[config.mk]
export PLATFORM = sky130hd
export DESIGN_NAME = br_unit_top
export DESIGN_NICKNAME = d
export VERILOG_FILES = /design/src/br_pkg.sv /design/src/br_lane_if.sv /design/src/branch_eval.sv /design/src/branch_resolve.sv /design/src/ex_issue_reg.sv /design/src/redirect_reg.sv /design/src/br_unit_top.sv
export VERILOG_INCLUDE_DIRS = /design/src /design/src/src
export SDC_FILE = /design/constraint.sdc
export NUM_CORES = 1
export LEC_CHECK = 0
export BUFFER_PORTS_ARGS = -buffer_cell sky130_fd_sc_hd__buf_4
export CAP_MARGIN = 20
export CORE_ASPECT_RATIO = 0.75
export CORE_UTILIZATION = 29
export DETAILED_ROUTE_END_ITERATION = 8
export PLACE_DENSITY = 0.45
export SLEW_MARGIN = 20
export SYNTH_ARGS = -nofsm -noshare
export SYNTH_HDL_FRONTEND = slang
export SYNTH_SLANG_ARGS = --single-unit
[constraint.sdc]
create_clock -name clk -period 11.4 [get_ports clk]
set_input_delay 2.28 -clock clk [delete_from_list [all_inputs] [get_ports clk]]
set_output_delay 2.28 -clock clk [all_outputs]
set_load 0.1 [all_outputs]
[src/br_cfg.svh]
`ifndef BR_CFG_SVH
`define BR_CFG_SVH

// datapath width for pc, operands and immediates
`define BR_XLEN 32

// fall-through step between sequential instructions
`define BR_INSN_BYTES 4

// lanes issued to the execute stage per cycle
`define BR_LANES 2

`endif

[src/br_pkg.sv]
`default_nettype none

package br_pkg;

    // branch kind as decoded, BR_NONE marks a non-branch slot
    typedef enum logic [3:0] {
        BR_NONE = 4'd0,     // plain instruction
        BR_BEQ  = 4'd1,     // rdata1 == rdata2
        BR_BNE  = 4'd2,     // rdata1 != rdata2
        BR_BLT  = 4'd3,     // signed less than
        BR_BGE  = 4'd4,     // signed greater or equal
        BR_BLTU = 4'd5,     // unsigned less than
        BR_BGEU = 4'd6,     // unsigned greater or equal
        BR_B    = 4'd7,     // pc relative jump
        BR_BL   = 4'd8,     // pc relative call
        BR_JIRL = 4'd9      // register indirect jump
    } br_type_e;

    // predictor class of a branch
    // supplied by the decoder and passed to the predictor untouched
    typedef enum logic [1:0] {
        PD_NONE    = 2'd0,  // no predictor entry
        PD_COND    = 2'd1,  // conditional direction
        PD_CALL    = 2'd2,  // call pushes ras
        PD_RET_IND = 2'd3   // return or indirect
    } pd_type_e;

endpackage

`default_nettype wire

[src/br_lane_if.sv]
`timescale 1ns/10ps
`default_nettype none

`include "br_cfg.svh"

interface br_lane_if
    import br_pkg::*;
();

    logic                   valid;      // lane holds a live instruction
    logic [`BR_XLEN-1:0]    pc;         // instruction address
    logic [`BR_XLEN-1:0]    rdata1;     // first source register
    logic [`BR_XLEN-1:0]    rdata2;     // second source register
    logic [`BR_XLEN-1:0]    imm;        // sign extended offset
    br_type_e               br_type;    // branch kind
    logic                   pd_taken;   // front end direction guess
    logic [`BR_XLEN-1:0]    pd_target;  // front end next pc guess
    pd_type_e               pd_type;    // predictor class

    // stage register side
    modport src (
        output valid,
        output pc,
        output rdata1,
        output rdata2,
        output imm,
        output br_type,
        output pd_taken,
        output pd_target,
        output pd_type
    );

    // resolver side
    modport dst (
        input valid,
        input pc,
        input rdata1,
        input rdata2,
        input imm,
        input br_type,
        input pd_taken,
        input pd_target,
        input pd_type
    );

endinterface

`default_nettype wire

[src/branch_eval.sv]
`timescale 1ns/10ps
`default_nettype none

`include "br_cfg.svh"

module branch_eval
    import br_pkg::*;
(
    input  br_type_e                br_type,    // branch kind of this lane
    input  logic [`BR_XLEN-1:0]     pc,         // lane pc
    input  logic [`BR_XLEN-1:0]     rdata1,     // first operand
    input  logic [`BR_XLEN-1:0]     rdata2,     // second operand
    input  logic [`BR_XLEN-1:0]     imm,        // offset
    output logic                    taken,      // true direction
    output logic [`BR_XLEN-1:0]     target,     // true next pc
    output logic [`BR_XLEN-1:0]     jump_addr   // raw jump address, taken or not
);

    localparam logic [`BR_XLEN-1:0] INSN_STEP = `BR_INSN_BYTES;

    logic                   eq;         // operands equal
    logic                   lt_s;       // signed less than
    logic                   lt_u;       // unsigned less than
    logic [`BR_XLEN-1:0]    base;       // jump base
    logic [`BR_XLEN-1:0]    fall_pc;    // sequential next pc

    assign eq   = (rdata1 == rdata2);
    assign lt_s = ($signed(rdata1) < $signed(rdata2));
    assign lt_u = (rdata1 < rdata2);

    // jirl jumps off the register, everything else off pc
    assign base      = (br_type == BR_JIRL) ? rdata1 : pc;
    assign jump_addr = base + imm;
    assign fall_pc   = pc + INSN_STEP;

    always_comb begin
        case (br_type)
            BR_BEQ:  taken = eq;
            BR_BNE:  taken = !eq;
            BR_BLT:  taken = lt_s;
            BR_BGE:  taken = !lt_s;
            BR_BLTU: taken = lt_u;
            BR_BGEU: taken = !lt_u;
            BR_B,
            BR_BL,
            BR_JIRL: taken = 1'b1;       // unconditional
            default: taken = 1'b0;       // BR_NONE and unused codes
        endcase
    end

    // not taken resolves to the next sequential instruction
    assign target = taken ? jump_addr : fall_pc;

endmodule

`default_nettype wire

[src/branch_resolve.sv]
`timescale 1ns/10ps
`default_nettype none

`include "br_cfg.svh"

module branch_resolve
    import br_pkg::*;
(
    br_lane_if.dst                  lane_a,         // older lane
    br_lane_if.dst                  lane_b,         // younger lane
    output logic                    mispredict_a,   // lane a caused the redirect
    output logic                    redirect_req,   // fetch must be corrected
    output logic [`BR_XLEN-1:0]     redirect_pc,    // corrected fetch pc
    output logic                    upd_req,        // predictor training valid
    output logic [`BR_XLEN-1:0]     upd_pc,         // pc of trained branch
    output pd_type_e                upd_type,       // class of trained branch
    output logic [`BR_XLEN-1:0]     upd_target,     // jump address for btb
    output logic                    upd_taken       // true direction
);

    logic                   taken_a;
    logic                   taken_b;
    logic [`BR_XLEN-1:0]    target_a;
    logic [`BR_XLEN-1:0]    target_b;
    logic [`BR_XLEN-1:0]    jump_a;
    logic [`BR_XLEN-1:0]    jump_b;
    logic                   is_br_a;        // live branch in lane a
    logic                   is_br_b;        // live branch in lane b
    logic                   mis_b;          // lane b wrong guess after wrong path filter
    logic                   b_wrong_path;   // lane a jumps away from lane b
    logic                   upd_sel_b;      // train on lane b

    branch_eval eval_a (
        .br_type   (lane_a.br_type),
        .pc        (lane_a.pc),
        .rdata1    (lane_a.rdata1),
        .rdata2    (lane_a.rdata2),
        .imm       (lane_a.imm),
        .taken     (taken_a),
        .target    (target_a),
        .jump_addr (jump_a)
    );

    branch_eval eval_b (
        .br_type   (lane_b.br_type),
        .pc        (lane_b.pc),
        .rdata1    (lane_b.rdata1),
        .rdata2    (lane_b.rdata2),
        .imm       (lane_b.imm),
        .taken     (taken_b),
        .target    (target_b),
        .jump_addr (jump_b)
    );

    assign is_br_a = lane_a.valid && (lane_a.br_type != BR_NONE);
    assign is_br_b = lane_b.valid && (lane_b.br_type != BR_NONE);

    // direction or target mismatch, fall-through target compared too
    assign mispredict_a = is_br_a &&
                          ((lane_a.pd_taken != taken_a) || (lane_a.pd_target != target_a));

    assign b_wrong_path = is_br_a && taken_a;   // lane b never executes
    assign mis_b        = is_br_b && !b_wrong_path &&
                          ((lane_b.pd_taken != taken_b) || (lane_b.pd_target != target_b));

    assign redirect_req = mispredict_a || mis_b;
    assign redirect_pc  = mispredict_a ? target_a : target_b;   // older lane wins

    // lane a trains whenever it carries a predictor class
    assign upd_sel_b  = (lane_a.pd_type == PD_NONE);
    assign upd_req    = upd_sel_b ? (lane_b.valid && (lane_b.pd_type != PD_NONE))
                                  : lane_a.valid;
    assign upd_pc     = upd_sel_b ? lane_b.pc      : lane_a.pc;
    assign upd_type   = upd_sel_b ? lane_b.pd_type : lane_a.pd_type;
    assign upd_target = upd_sel_b ? jump_b         : jump_a;
    assign upd_taken  = upd_sel_b ? taken_b        : taken_a;

endmodule

`default_nettype wire

[src/ex_issue_reg.sv]
`timescale 1ns/10ps
`default_nettype none

`include "br_cfg.svh"

module ex_issue_reg
    import br_pkg::*;
(
    input  logic                    clk,
    input  logic                    rst,
    input  logic                    stall,      // hold current pair
    input  logic                    flush,      // drop wrong path pair
    input  logic                    a_valid,
    input  logic [`BR_XLEN-1:0]     a_pc,
    input  logic [`BR_XLEN-1:0]     a_rdata1,
    input  logic [`BR_XLEN-1:0]     a_rdata2,
    input  logic [`BR_XLEN-1:0]     a_imm,
    input  br_type_e                a_br_type,
    input  logic                    a_pd_taken,
    input  logic [`BR_XLEN-1:0]     a_pd_target,
    input  pd_type_e                a_pd_type,
    input  logic                    b_valid,
    input  logic [`BR_XLEN-1:0]     b_pc,
    input  logic [`BR_XLEN-1:0]     b_rdata1,
    input  logic [`BR_XLEN-1:0]     b_rdata2,
    input  logic [`BR_XLEN-1:0]     b_imm,
    input  br_type_e                b_br_type,
    input  logic                    b_pd_taken,
    input  logic [`BR_XLEN-1:0]     b_pd_target,
    input  pd_type_e                b_pd_type,
    br_lane_if.src                  ex_a,       // older lane to resolver
    br_lane_if.src                  ex_b        // younger lane to resolver
);

    // valid bits, flush beats stall
    always_ff @(posedge clk) begin
        if (rst || flush) begin
            ex_a.valid <= 1'b0;
            ex_b.valid <= 1'b0;
        end else if (!stall) begin
            ex_a.valid <= a_valid;
            ex_b.valid <= b_valid;
        end
    end

    // payload only moves with the pipe
    always_ff @(posedge clk) begin
        if (!stall) begin
            ex_a.pc        <= a_pc;
            ex_a.rdata1    <= a_rdata1;
            ex_a.rdata2    <= a_rdata2;
            ex_a.imm       <= a_imm;
            ex_a.br_type   <= a_br_type;
            ex_a.pd_taken  <= a_pd_taken;
            ex_a.pd_target <= a_pd_target;
            ex_a.pd_type   <= a_pd_type;
            ex_b.pc        <= b_pc;
            ex_b.rdata1    <= b_rdata1;
            ex_b.rdata2    <= b_rdata2;
            ex_b.imm       <= b_imm;
            ex_b.br_type   <= b_br_type;
            ex_b.pd_taken  <= b_pd_taken;
            ex_b.pd_target <= b_pd_target;
            ex_b.pd_type   <= b_pd_type;
        end
    end

endmodule

`default_nettype wire

[src/redirect_reg.sv]
`timescale 1ns/10ps
`default_nettype none

`include "br_cfg.svh"

module redirect_reg
    import br_pkg::*;
(
    input  logic                    clk,
    input  logic                    rst,
    input  logic                    stall,
    input  logic                    mispredict_a,   // from resolver
    input  logic                    redirect_req,
    input  logic [`BR_XLEN-1:0]     redirect_pc_d,
    input  logic                    upd_req,
    input  logic [`BR_XLEN-1:0]     upd_pc_d,
    input  pd_type_e                upd_type_d,
    input  logic [`BR_XLEN-1:0]     upd_target_d,
    input  logic                    upd_taken_d,
    output logic                    redirect,       // one cycle pulse to fetch
    output logic [`BR_XLEN-1:0]     redirect_pc,
    output logic                    mispredict_a_q, // redirect came from lane a
    output logic                    upd_valid,      // one cycle pulse to predictor
    output logic [`BR_XLEN-1:0]     upd_pc,
    output pd_type_e                upd_type,
    output logic [`BR_XLEN-1:0]     upd_target,
    output logic                    upd_taken
);

    // pair resolving while redirect is high is already wrong path
    always_ff @(posedge clk) begin
        if (rst || stall) begin
            redirect       <= 1'b0;
            mispredict_a_q <= 1'b0;
            upd_valid      <= 1'b0;
        end else begin
            redirect       <= redirect_req && !redirect;
            mispredict_a_q <= mispredict_a && !redirect;
            upd_valid      <= upd_req && !redirect;
        end
    end

    always_ff @(posedge clk) begin
        if (!stall) begin
            redirect_pc <= redirect_pc_d;
            upd_pc      <= upd_pc_d;
            upd_type    <= upd_type_d;
            upd_target  <= upd_target_d;
            upd_taken   <= upd_taken_d;
        end
    end

endmodule

`default_nettype wire

[src/br_unit_top.sv]
`timescale 1ns/10ps
`default_nettype none

`include "br_cfg.svh"

module br_unit_top
    import br_pkg::*;
(
    input  logic                    clk,
    input  logic                    rst,
    input  logic                    stall,
    input  logic                    a_valid,
    input  logic [`BR_XLEN-1:0]     a_pc,
    input  logic [`BR_XLEN-1:0]     a_rdata1,
    input  logic [`BR_XLEN-1:0]     a_rdata2,
    input  logic [`BR_XLEN-1:0]     a_imm,
    input  br_type_e                a_br_type,
    input  logic                    a_pd_taken,
    input  logic [`BR_XLEN-1:0]     a_pd_target,
    input  pd_type_e                a_pd_type,
    input  logic                    b_valid,
    input  logic [`BR_XLEN-1:0]     b_pc,
    input  logic [`BR_XLEN-1:0]     b_rdata1,
    input  logic [`BR_XLEN-1:0]     b_rdata2,
    input  logic [`BR_XLEN-1:0]     b_imm,
    input  br_type_e                b_br_type,
    input  logic                    b_pd_taken,
    input  logic [`BR_XLEN-1:0]     b_pd_target,
    input  pd_type_e                b_pd_type,
    output logic                    redirect,
    output logic [`BR_XLEN-1:0]     redirect_pc,
    output logic                    redirect_from_a,
    output logic                    upd_valid,
    output logic [`BR_XLEN-1:0]     upd_pc,
    output pd_type_e                upd_type,
    output logic [`BR_XLEN-1:0]     upd_target,
    output logic                    upd_taken
);

    br_lane_if ex_a ();     // issued older lane
    br_lane_if ex_b ();     // issued younger lane

    logic                   res_mis_a;
    logic                   res_redirect;
    logic [`BR_XLEN-1:0]    res_redirect_pc;
    logic                   res_upd;
    logic [`BR_XLEN-1:0]    res_upd_pc;
    pd_type_e               res_upd_type;
    logic [`BR_XLEN-1:0]    res_upd_target;
    logic                   res_upd_taken;

    ex_issue_reg issue0 (
        .clk         (clk),
        .rst         (rst),
        .stall       (stall),
        .flush       (redirect),    // kill pair behind a redirect
        .a_valid     (a_valid),
        .a_pc        (a_pc),
        .a_rdata1    (a_rdata1),
        .a_rdata2    (a_rdata2),
        .a_imm       (a_imm),
        .a_br_type   (a_br_type),
        .a_pd_taken  (a_pd_taken),
        .a_pd_target (a_pd_target),
        .a_pd_type   (a_pd_type),
        .b_valid     (b_valid),
        .b_pc        (b_pc),
        .b_rdata1    (b_rdata1),
        .b_rdata2    (b_rdata2),
        .b_imm       (b_imm),
        .b_br_type   (b_br_type),
        .b_pd_taken  (b_pd_taken),
        .b_pd_target (b_pd_target),
        .b_pd_type   (b_pd_type),
        .ex_a        (ex_a),
        .ex_b        (ex_b)
    );

    branch_resolve resolve0 (
        .lane_a       (ex_a),
        .lane_b       (ex_b),
        .mispredict_a (res_mis_a),
        .redirect_req (res_redirect),
        .redirect_pc  (res_redirect_pc),
        .upd_req      (res_upd),
        .upd_pc       (res_upd_pc),
        .upd_type     (res_upd_type),
        .upd_target   (res_upd_target),
        .upd_taken    (res_upd_taken)
    );

    redirect_reg out0 (
        .clk            (clk),
        .rst            (rst),
        .stall          (stall),
        .mispredict_a   (res_mis_a),
        .redirect_req   (res_redirect),
        .redirect_pc_d  (res_redirect_pc),
        .upd_req        (res_upd),
        .upd_pc_d       (res_upd_pc),
        .upd_type_d     (res_upd_type),
        .upd_target_d   (res_upd_target),
        .upd_taken_d    (res_upd_taken),
        .redirect       (redirect),
        .redirect_pc    (redirect_pc),
        .mispredict_a_q (redirect_from_a),
        .upd_valid      (upd_valid),
        .upd_pc         (upd_pc),
        .upd_type       (upd_type),
        .upd_target     (upd_target),
        .upd_taken      (upd_taken)
    );

endmodule

`default_nettype wire

==> summary.md, run 1 <==
| Metric | Value |
|---|---|
| Outcome | finished clean |
| CTS tree | done |
| FP Rows | just under 90 |
| Clock slew at reported path FFs | around 60 ps |
| First-pass GRT wire length | 122000 microns |
| Die span in x | 330 microns |
| Cell variety after synth | 75 |
| CP Max Fanout | 34 |
| I/O pins | ~440 |
| Post-Syn Nets | 2454 |
| Vias/cell | 5.06 |
| Mapped Cells | 1985 |
| DRT Pass-1 Iters | 5 |
| Setup Buffers After CTS | 0 |
| Clock buffer depth | 3 |
| Core area | 79400 sq um |
| Tcrit/Tclk final | 64.9% |
| Async set-reset flop share out of synthesis | 0% |
| Worst Setup SP | issue0.ex_a.br_type[2] |
| Internal Power | 0.00343 W |
| Post-synth top flop | edfxtp_1 |
| Initial drt markers | 1407 |
| Core Util, Final | 37.3% |
| Total track usage | 20.8% |
| # hold bufs at CTS | 0 |
| EDFF count, synth | 433 |
| Worst Setup End Kind | flip-flop |
| HPWL after DPL | 68200 microns |
| Leak | 11.9 nW |
| Element type at the critical path start | flip-flop |
| Pins Over Slew Limit | 0 |
| Sequential share of power | approximately two fifths |
| CTS root buffer | clkbuf_16 |
| Clock power frac | roughly 30% |
| Count of nets after finishing | approximately 2900 |
| Worst vdd ir | 95.7 uV |
| Worst skew pair latency | just over 600 ps |
| Comb power frac | 31.2% |
| Slew HR | 32.9% |
| Maxcap violations | 0 |
| Aggregate global routing overflow | 0 |
| Min Clock Period, post-route | between 7000 and 8000 ps |
| RSZ-0062 raised after global routing | no |
| Initial Utilization | between 20% and 30% |
| NetSw | roughly 0.002 W |
| Drc violations | 0 |
| Launching point of the worst reg2reg path | issue0.ex_a.br_type[2] |
| WP data required | 11740 ps |
| Fillers | 7815 |
| CTS sink cnt | ~440 |
| Syn. warnings | 0 |
| Final Hold Viols | 0 |
| Synth Area per Inst | about 12 sq um |
| Setup violators final | 0 |
| Antenna diode count | 0 |
| Max Clk Rate | 135 MHz |
| Placed inst area | 28000 sq um |
| Total power | 0.00544 W |
| CP peak stage delay | a little under 600 ps |
| Skew final | 27.1 ps |
| Initial antenna violation count | 2 |
| Routed len/inst | 24.8 microns |
| R2R Setup Slk | 4000 ps |
| Cell Chain, Critical Path | nor2_1 -> and3_1 -> buf_4 -> mux2_2 -> ha_1 -> fa_1 -> a211oi_1 -> o21ai_0 -> a31oi_1 -> o211ai_1 -> o41ai_2 -> xnor2_1 -> a31oi_1 -> o221a_2 -> or4_1 -> or4_1 -> o31ai_4 -> buf_4 -> mux2_1 |
| Die area | between 80000 and 90000 sq um |
| Vias in the first global route | 17700 |
| Sw frac | 36.9% |
| Setup Total Neg Slack | 0 ps |
| Number of CTS-inserted buffers | 49 |
| Area Overhead vs Synth | 26.2% |
| Cell Area, Synth | 23500 sq um |
| #FFs+latches synth | 438 |
| Commonest non-fill, non-tap cell in the layout | buf_4 |
| Share of the yosys chip area belonging to registers | 55.8% |
| Post-route cell area | 29600 sq um |
| Slew at the pin closest to its max-slew limit | 1010 ps |
| Slowest cell on crit path | or4_1 |
| Routed WL | 87100 microns |
| Most frequent cells in the layout | 455 x buf_4, 433 x edfxtp_1, 240 x nand2_1, 128 x ha_1, 122 x nor2_1 |
| Pwr dens | approximately 180 nW/um^2 |
| Critical setup path kind | reg -> reg |
| Min-delay src | issue0.ex_a.valid |
| Detail Route Antenna Nets | 0 |
| Fraction of layout cells with a size suffix above 1 | between 20% and 30% |
| Die height | 248 microns |
| HP Class | reg -> reg |
| Gates resized, CTS repair | 0 |
| Crit path DAT | 7740 ps |
| Port buffer count | 440 |
| RePlAce Congestion | 0.876 |
| DR vias | 17800 |
| Largest net degree at the start of global routing | approximately 160 |
| Max H-tree Level | 2 |
[worst max-delay path, delay by kind of cell, from the launching register on]
family                   cells  cell delay (ps)
flip-flops                   1              500
buffers and inverters        2              950
multiplexers                 2              790
XOR/XNOR                     1              230
adder cells (fa/ha/maj)      2              660
AO/OA/AOI/OAI                8             2490
AND/OR/NAND/NOR              4             1490
[power by group through the flow]
| stage | logic (W) | clock network [W] | registers (W) |
|---|---|---|---|
| floorplan | 0.000718 | 0 | 0.00253 |
| global placement | 0.00168 | 0 | 0.00215 |
| detailed placement | 0.00169 | 0 | 0.00215 |
| CTS | 0.00169 | 0.00168 | 0.00212 |
| global route | 0.00181 | 0.00174 | 0.00213 |
| finish | 0.00170 | 0.00163 | 0.00211 |
[synth_stat cells (all sizes together) (7+ instances only)]
master,n,area [sq um]
and4,13,114
a21oi,101,505
o22ai,7,43.8
nor3,27,135
or3,8,50.1
inv,95,357
o21bai,10,75.1
xnor2,99,867
o21a,8,60.1
nor4,14,87.6
ha,128,1600
nand4,45,282
nor2b,14,87.6
o31ai,7,66.3
clkbuf,50,188
mux2,68,766
buf,9,58.8
or4,8,60.1
o21ai,81,405
nor2,124,465
a221oi,7,67.6
a31oi,17,106
edfxtp,433,13000
o211ai,15,113
a211oi,25,193
and3,10,62.6
nand3,48,240
xor2,74,648
nand2,240,901
a2111oi,10,87.6
a21o,33,248
mux2i,61,611
[cell families (layout without fill, tap and decap cells)]
logic type / count (synthesis) / after routing / share of synthesized area, %
and+or+nand+nor: 584 / 584 / 11.6
xor gates and xnor gates: 174 / 174 / 6.55
adders and majority gates: 130 / 130 / 7.00
muxes: 129 / 129 / 5.87
AOI/OAI and AO/OA: 376 / 376 / 10.6
DFF: 438 / 438 / 55.8
buffers and inverters: 154 / 641 / 2.57
[routing by layer]
layer | GRT usage [%] | up-vias | part of all wire [%]
met4 | 4.07 | 4 | 1.5
met5 | 0 | - | 0.028
met3 | 5.98 | 80 | 8.9
met2 | 32.0 | 677 | 44
met1 | 28.9 | 8710 | 45
li1 | - | 8337 | -
[final timing paths]
kind              depth (start not counted)                   end
setup / recovery                         19  out0.redirect_pc[22]
hold / removal                            2        out0.upd_valid
setup reg to reg                         19  out0.redirect_pc[22]
hold reg to reg                           2        out0.upd_valid
[stage by stage]
| stage | setup WS, ps | hold slack, ps | instances |
|---|---|---|---|
| floorplan | 11.6 | 445 | 1985 |
| global placement | 4280 | 489 | 3428 |
| detailed placement | 4180 | 495 | 3429 |
| CTS | 4120 | 504 | 3518 |
| global route | 3610 | 524 | 3518 |
| finish | 4000 | 509 | 3518 |
[cell type report]
cell class | count | area, sq um | share of cell area, %
inverters | 95 | 364 | 1.23
clock inverters | 27 | 284 | 0.959
multi-input cells | 1393 | 9790 | 33.0
clock buffers | 62 | 1330 | 4.47
flip-flops and latches | 438 | 13100 | 44.2
repair buffers | 457 | 3440 | 11.6
well taps | 1046 | 1310 | 4.42
Power figures use the tool's default switching activity.
==> run 2: changes to the inputs <==
- PLACE_DENSITY: 0.45 -> 0.43
- clock period: 11.4 -> 7.2 ns (I/O delays scaled with it)
==> summary.md, run 2 (synthesized netlist as in run 1, its figures left out) <==
| Metric | Value |
|---|---|
| Outcome | finished clean |
| Aggregate global routing overflow | 0 |
| Die area | 82100 sq um |
| Count of nets after finishing | 2911 |
| Worst skew pair latency | 620 ps |
| Tcrit/Tclk final | 94.6% |
| # hold bufs at CTS | 0 |
| Worst Setup End Kind | flip-flop |
| Clock power frac | 29.1% |
| Initial Utilization | approximately 30% |
| Clock buffer depth | 3 |
| NetSw | 0.00316 W |
| Slowest cell on crit path | or4_1 |
| Initial antenna violation count | 7 |
| DRT Pass-1 Iters | 8 |
| Total track usage | 20.5% |
| Pins Over Slew Limit | 0 |
| FF-to-FF path depth | 18 |
| Vias/cell | 5.04 |
| Routed len/inst | about 25 microns |
| R2R Path End | out0.redirect_pc[25] |
| Leak | 11.9 nW |
| Hold Path Sink | out0.upd_valid |
| Worst path bufs/invs | 1 |
| Maxcap violations | 0 |
| Hold Path Cell Cnt | 2 |
| Area Overhead vs Synth | 26.3% |
| Most frequent cells in the layout | 462 x buf_4, 433 x edfxtp_1, 240 x nand2_1, 128 x ha_1, 122 x nor2_1 |
| Initial drt markers | about 1500 |
| Commonest non-fill, non-tap cell in the layout | buf_4 |
| Final WS setup | 392 ps |
| Pwr dens | 287 nW/um^2 |
| Min Clock Period, post-route | 6810 ps |
| Worst hold slack | 498 ps |
| CTS root buffer | clkbuf_16 |
| FP Rows | 89 |
| HP Class | reg -> reg |
| HPWL after DPL | 68000 microns |
| RePlAce Congestion | 0.877 |
| Sw frac | between 30 and 40% |
| Detail Route Antenna Nets | 0 |
| Slew HR | 20.4% |
| Vias in the first global route | 17300 |
| Largest net degree at the start of global routing | 159 |
| I/O pins | 441 |
| Drc violations | 0 |
| Max H-tree Level | 2 |
| Cell Chain, Critical Path | nor2_1 -> and3_1 -> mux2_2 -> ha_1 -> fa_1 -> a211oi_1 -> o21ai_1 -> a31oi_1 -> o211ai_1 -> o41ai_2 -> xnor2_1 -> a31oi_1 -> o221a_2 -> or4_1 -> or4_1 -> o31ai_4 -> buf_12 -> mux2_1 |
| Launching point of the worst reg2reg path | issue0.ex_a.br_type[2] |
| CP top delay family | compound AO/OA/AOI/OAI gates |
| Crit path DAT | around 7000 ps |
| CP peak stage delay | 590 ps |
| First-pass GRT wire length | 120000 microns |
| Core area | 79400 sq um |
| Max Clk Rate | 147 MHz |
| Element type at the critical path start | flip-flop |
| Routed WL | 86500 microns |
| Min-delay src | issue0.ex_a.valid |
| Die height | 248 microns |
| Critical setup path kind | reg -> reg |
| Number of CTS-inserted buffers | 48 |
| Pre-CTS setup slack | 377 ps |
| Fraction of layout cells with a size suffix above 1 | 25.2% |
| Internal Power | roughly 0.0054 W |
| Final Hold Viols | 0 |
| Sequential share of power | 39.3% |
| Port buffer count | between 400 and 500 |
| CTS sink cnt | around 440 |
| WP data required | 7550 ps |
| Setup violators final | 0 |
| R2R Setup Slk | 390 ps |
| Fillers | 7809 |
| RSZ-0062 raised after global routing | no |
| DR vias | approximately 18000 |
| Worst vdd ir | 168 uV |
| CP Max Fanout | 34 |
| CTS tree | done |
| Skew final | ~40 ps |
| Die span in x | roughly 330 microns |
| Clock slew at reported path FFs | about 70 ps |
| Slew at the pin closest to its max-slew limit | 1190 ps |
| Comb power frac | 31.6% |
[run 2: worst max path at each step]
| stage | start | endpoint | depth (start not counted) | slack [ps] |
|---|---|---|---|---|
| after floorplan | stall | issue0.ex_a.br_type[0] | 1 | -1030 |
| after global placement | issue0.ex_a.br_type[2] | out0.redirect_pc[2] | 18 | 440 |
| after detailed placement | issue0.ex_a.br_type[2] | out0.redirect_pc[24] | 18 | 380 |
| after CTS | issue0.ex_a.br_type[2] | out0.redirect_pc[25] | 18 | 340 |
| after global routing | issue0.ex_a.br_type[2] | out0.redirect_pc[25] | 20 | 80 |
| final | issue0.ex_a.br_type[2] | out0.redirect_pc[25] | 18 | 390 |
[run 2: layer usage]
layer | wire, microns | vias up | GRT usage [%]
li1 | - | 8364 | -
met1 | 38800 | 8664 | 28.1
met2 | 37900 | 672 | 31.2
met3 | 8430 | 84 | 7.10
met4 | 1280 | 2 | 3.97
met5 | 139 | - | 1.12
[run 2: repair_timing]
item	4_1_cts	5_1_grt
setup buffers	0	0
gates resized for setup	0	1
setup endpoints to repair	0	4
endpoints found under the hold margin	0	0
[run 2: final cells by class]
type	instances	area (sq um)	share of cell area [%]
clock buffers	61	1310	4.42
flip-flops and latches	438	13100	44.2
clock inverters	27	221	0.747
diodes	3	7.51	0.0253
inverters	95	360	1.22
well taps	1046	1310	4.41
repair buffers	466	3550	12.0
multi-input cells	1393	9790	33.0
[run 2: worst min-delay path: cells and delay by family (launching register included)]
kind | cells | cell delay [ps]
and+or+nand+nor | 1 | 60
AOI/OAI and AO/OA | 1 | 50
DFF | 1 | 330
[run 2: through the flow]
step | area [sq um] | cells | util, % | setup TNS [ps] | power, W
2_1_floorplan | 23500 | 1985 | - | -447350 | 0.00513
3_3_place_gp | 28100 | 3438 | 35.4 | 0 | 0.00606
3_5_place_dp | 28100 | 3438 | 35.4 | 0 | 0.00607
6_report | 29600 | 3529 | 37.3 | 0 | 0.00851
5_1_grt | 29600 | 3527 | 37.3 | 0 | 0.00889
4_1_cts | 29600 | 3526 | 37.3 | 0 | 0.00859
[run 2: power by group through the flow]
stage	registers (W)	clock network, W	logic [W]
finish	0.00335	0.00247	0.00269
floorplan	0.00399	0	0.00114
CTS	0.00335	0.00256	0.00268
detailed placement	0.00340	0	0.00267
global placement	0.00341	0	0.00265
global route	0.00337	0.00264	0.00287
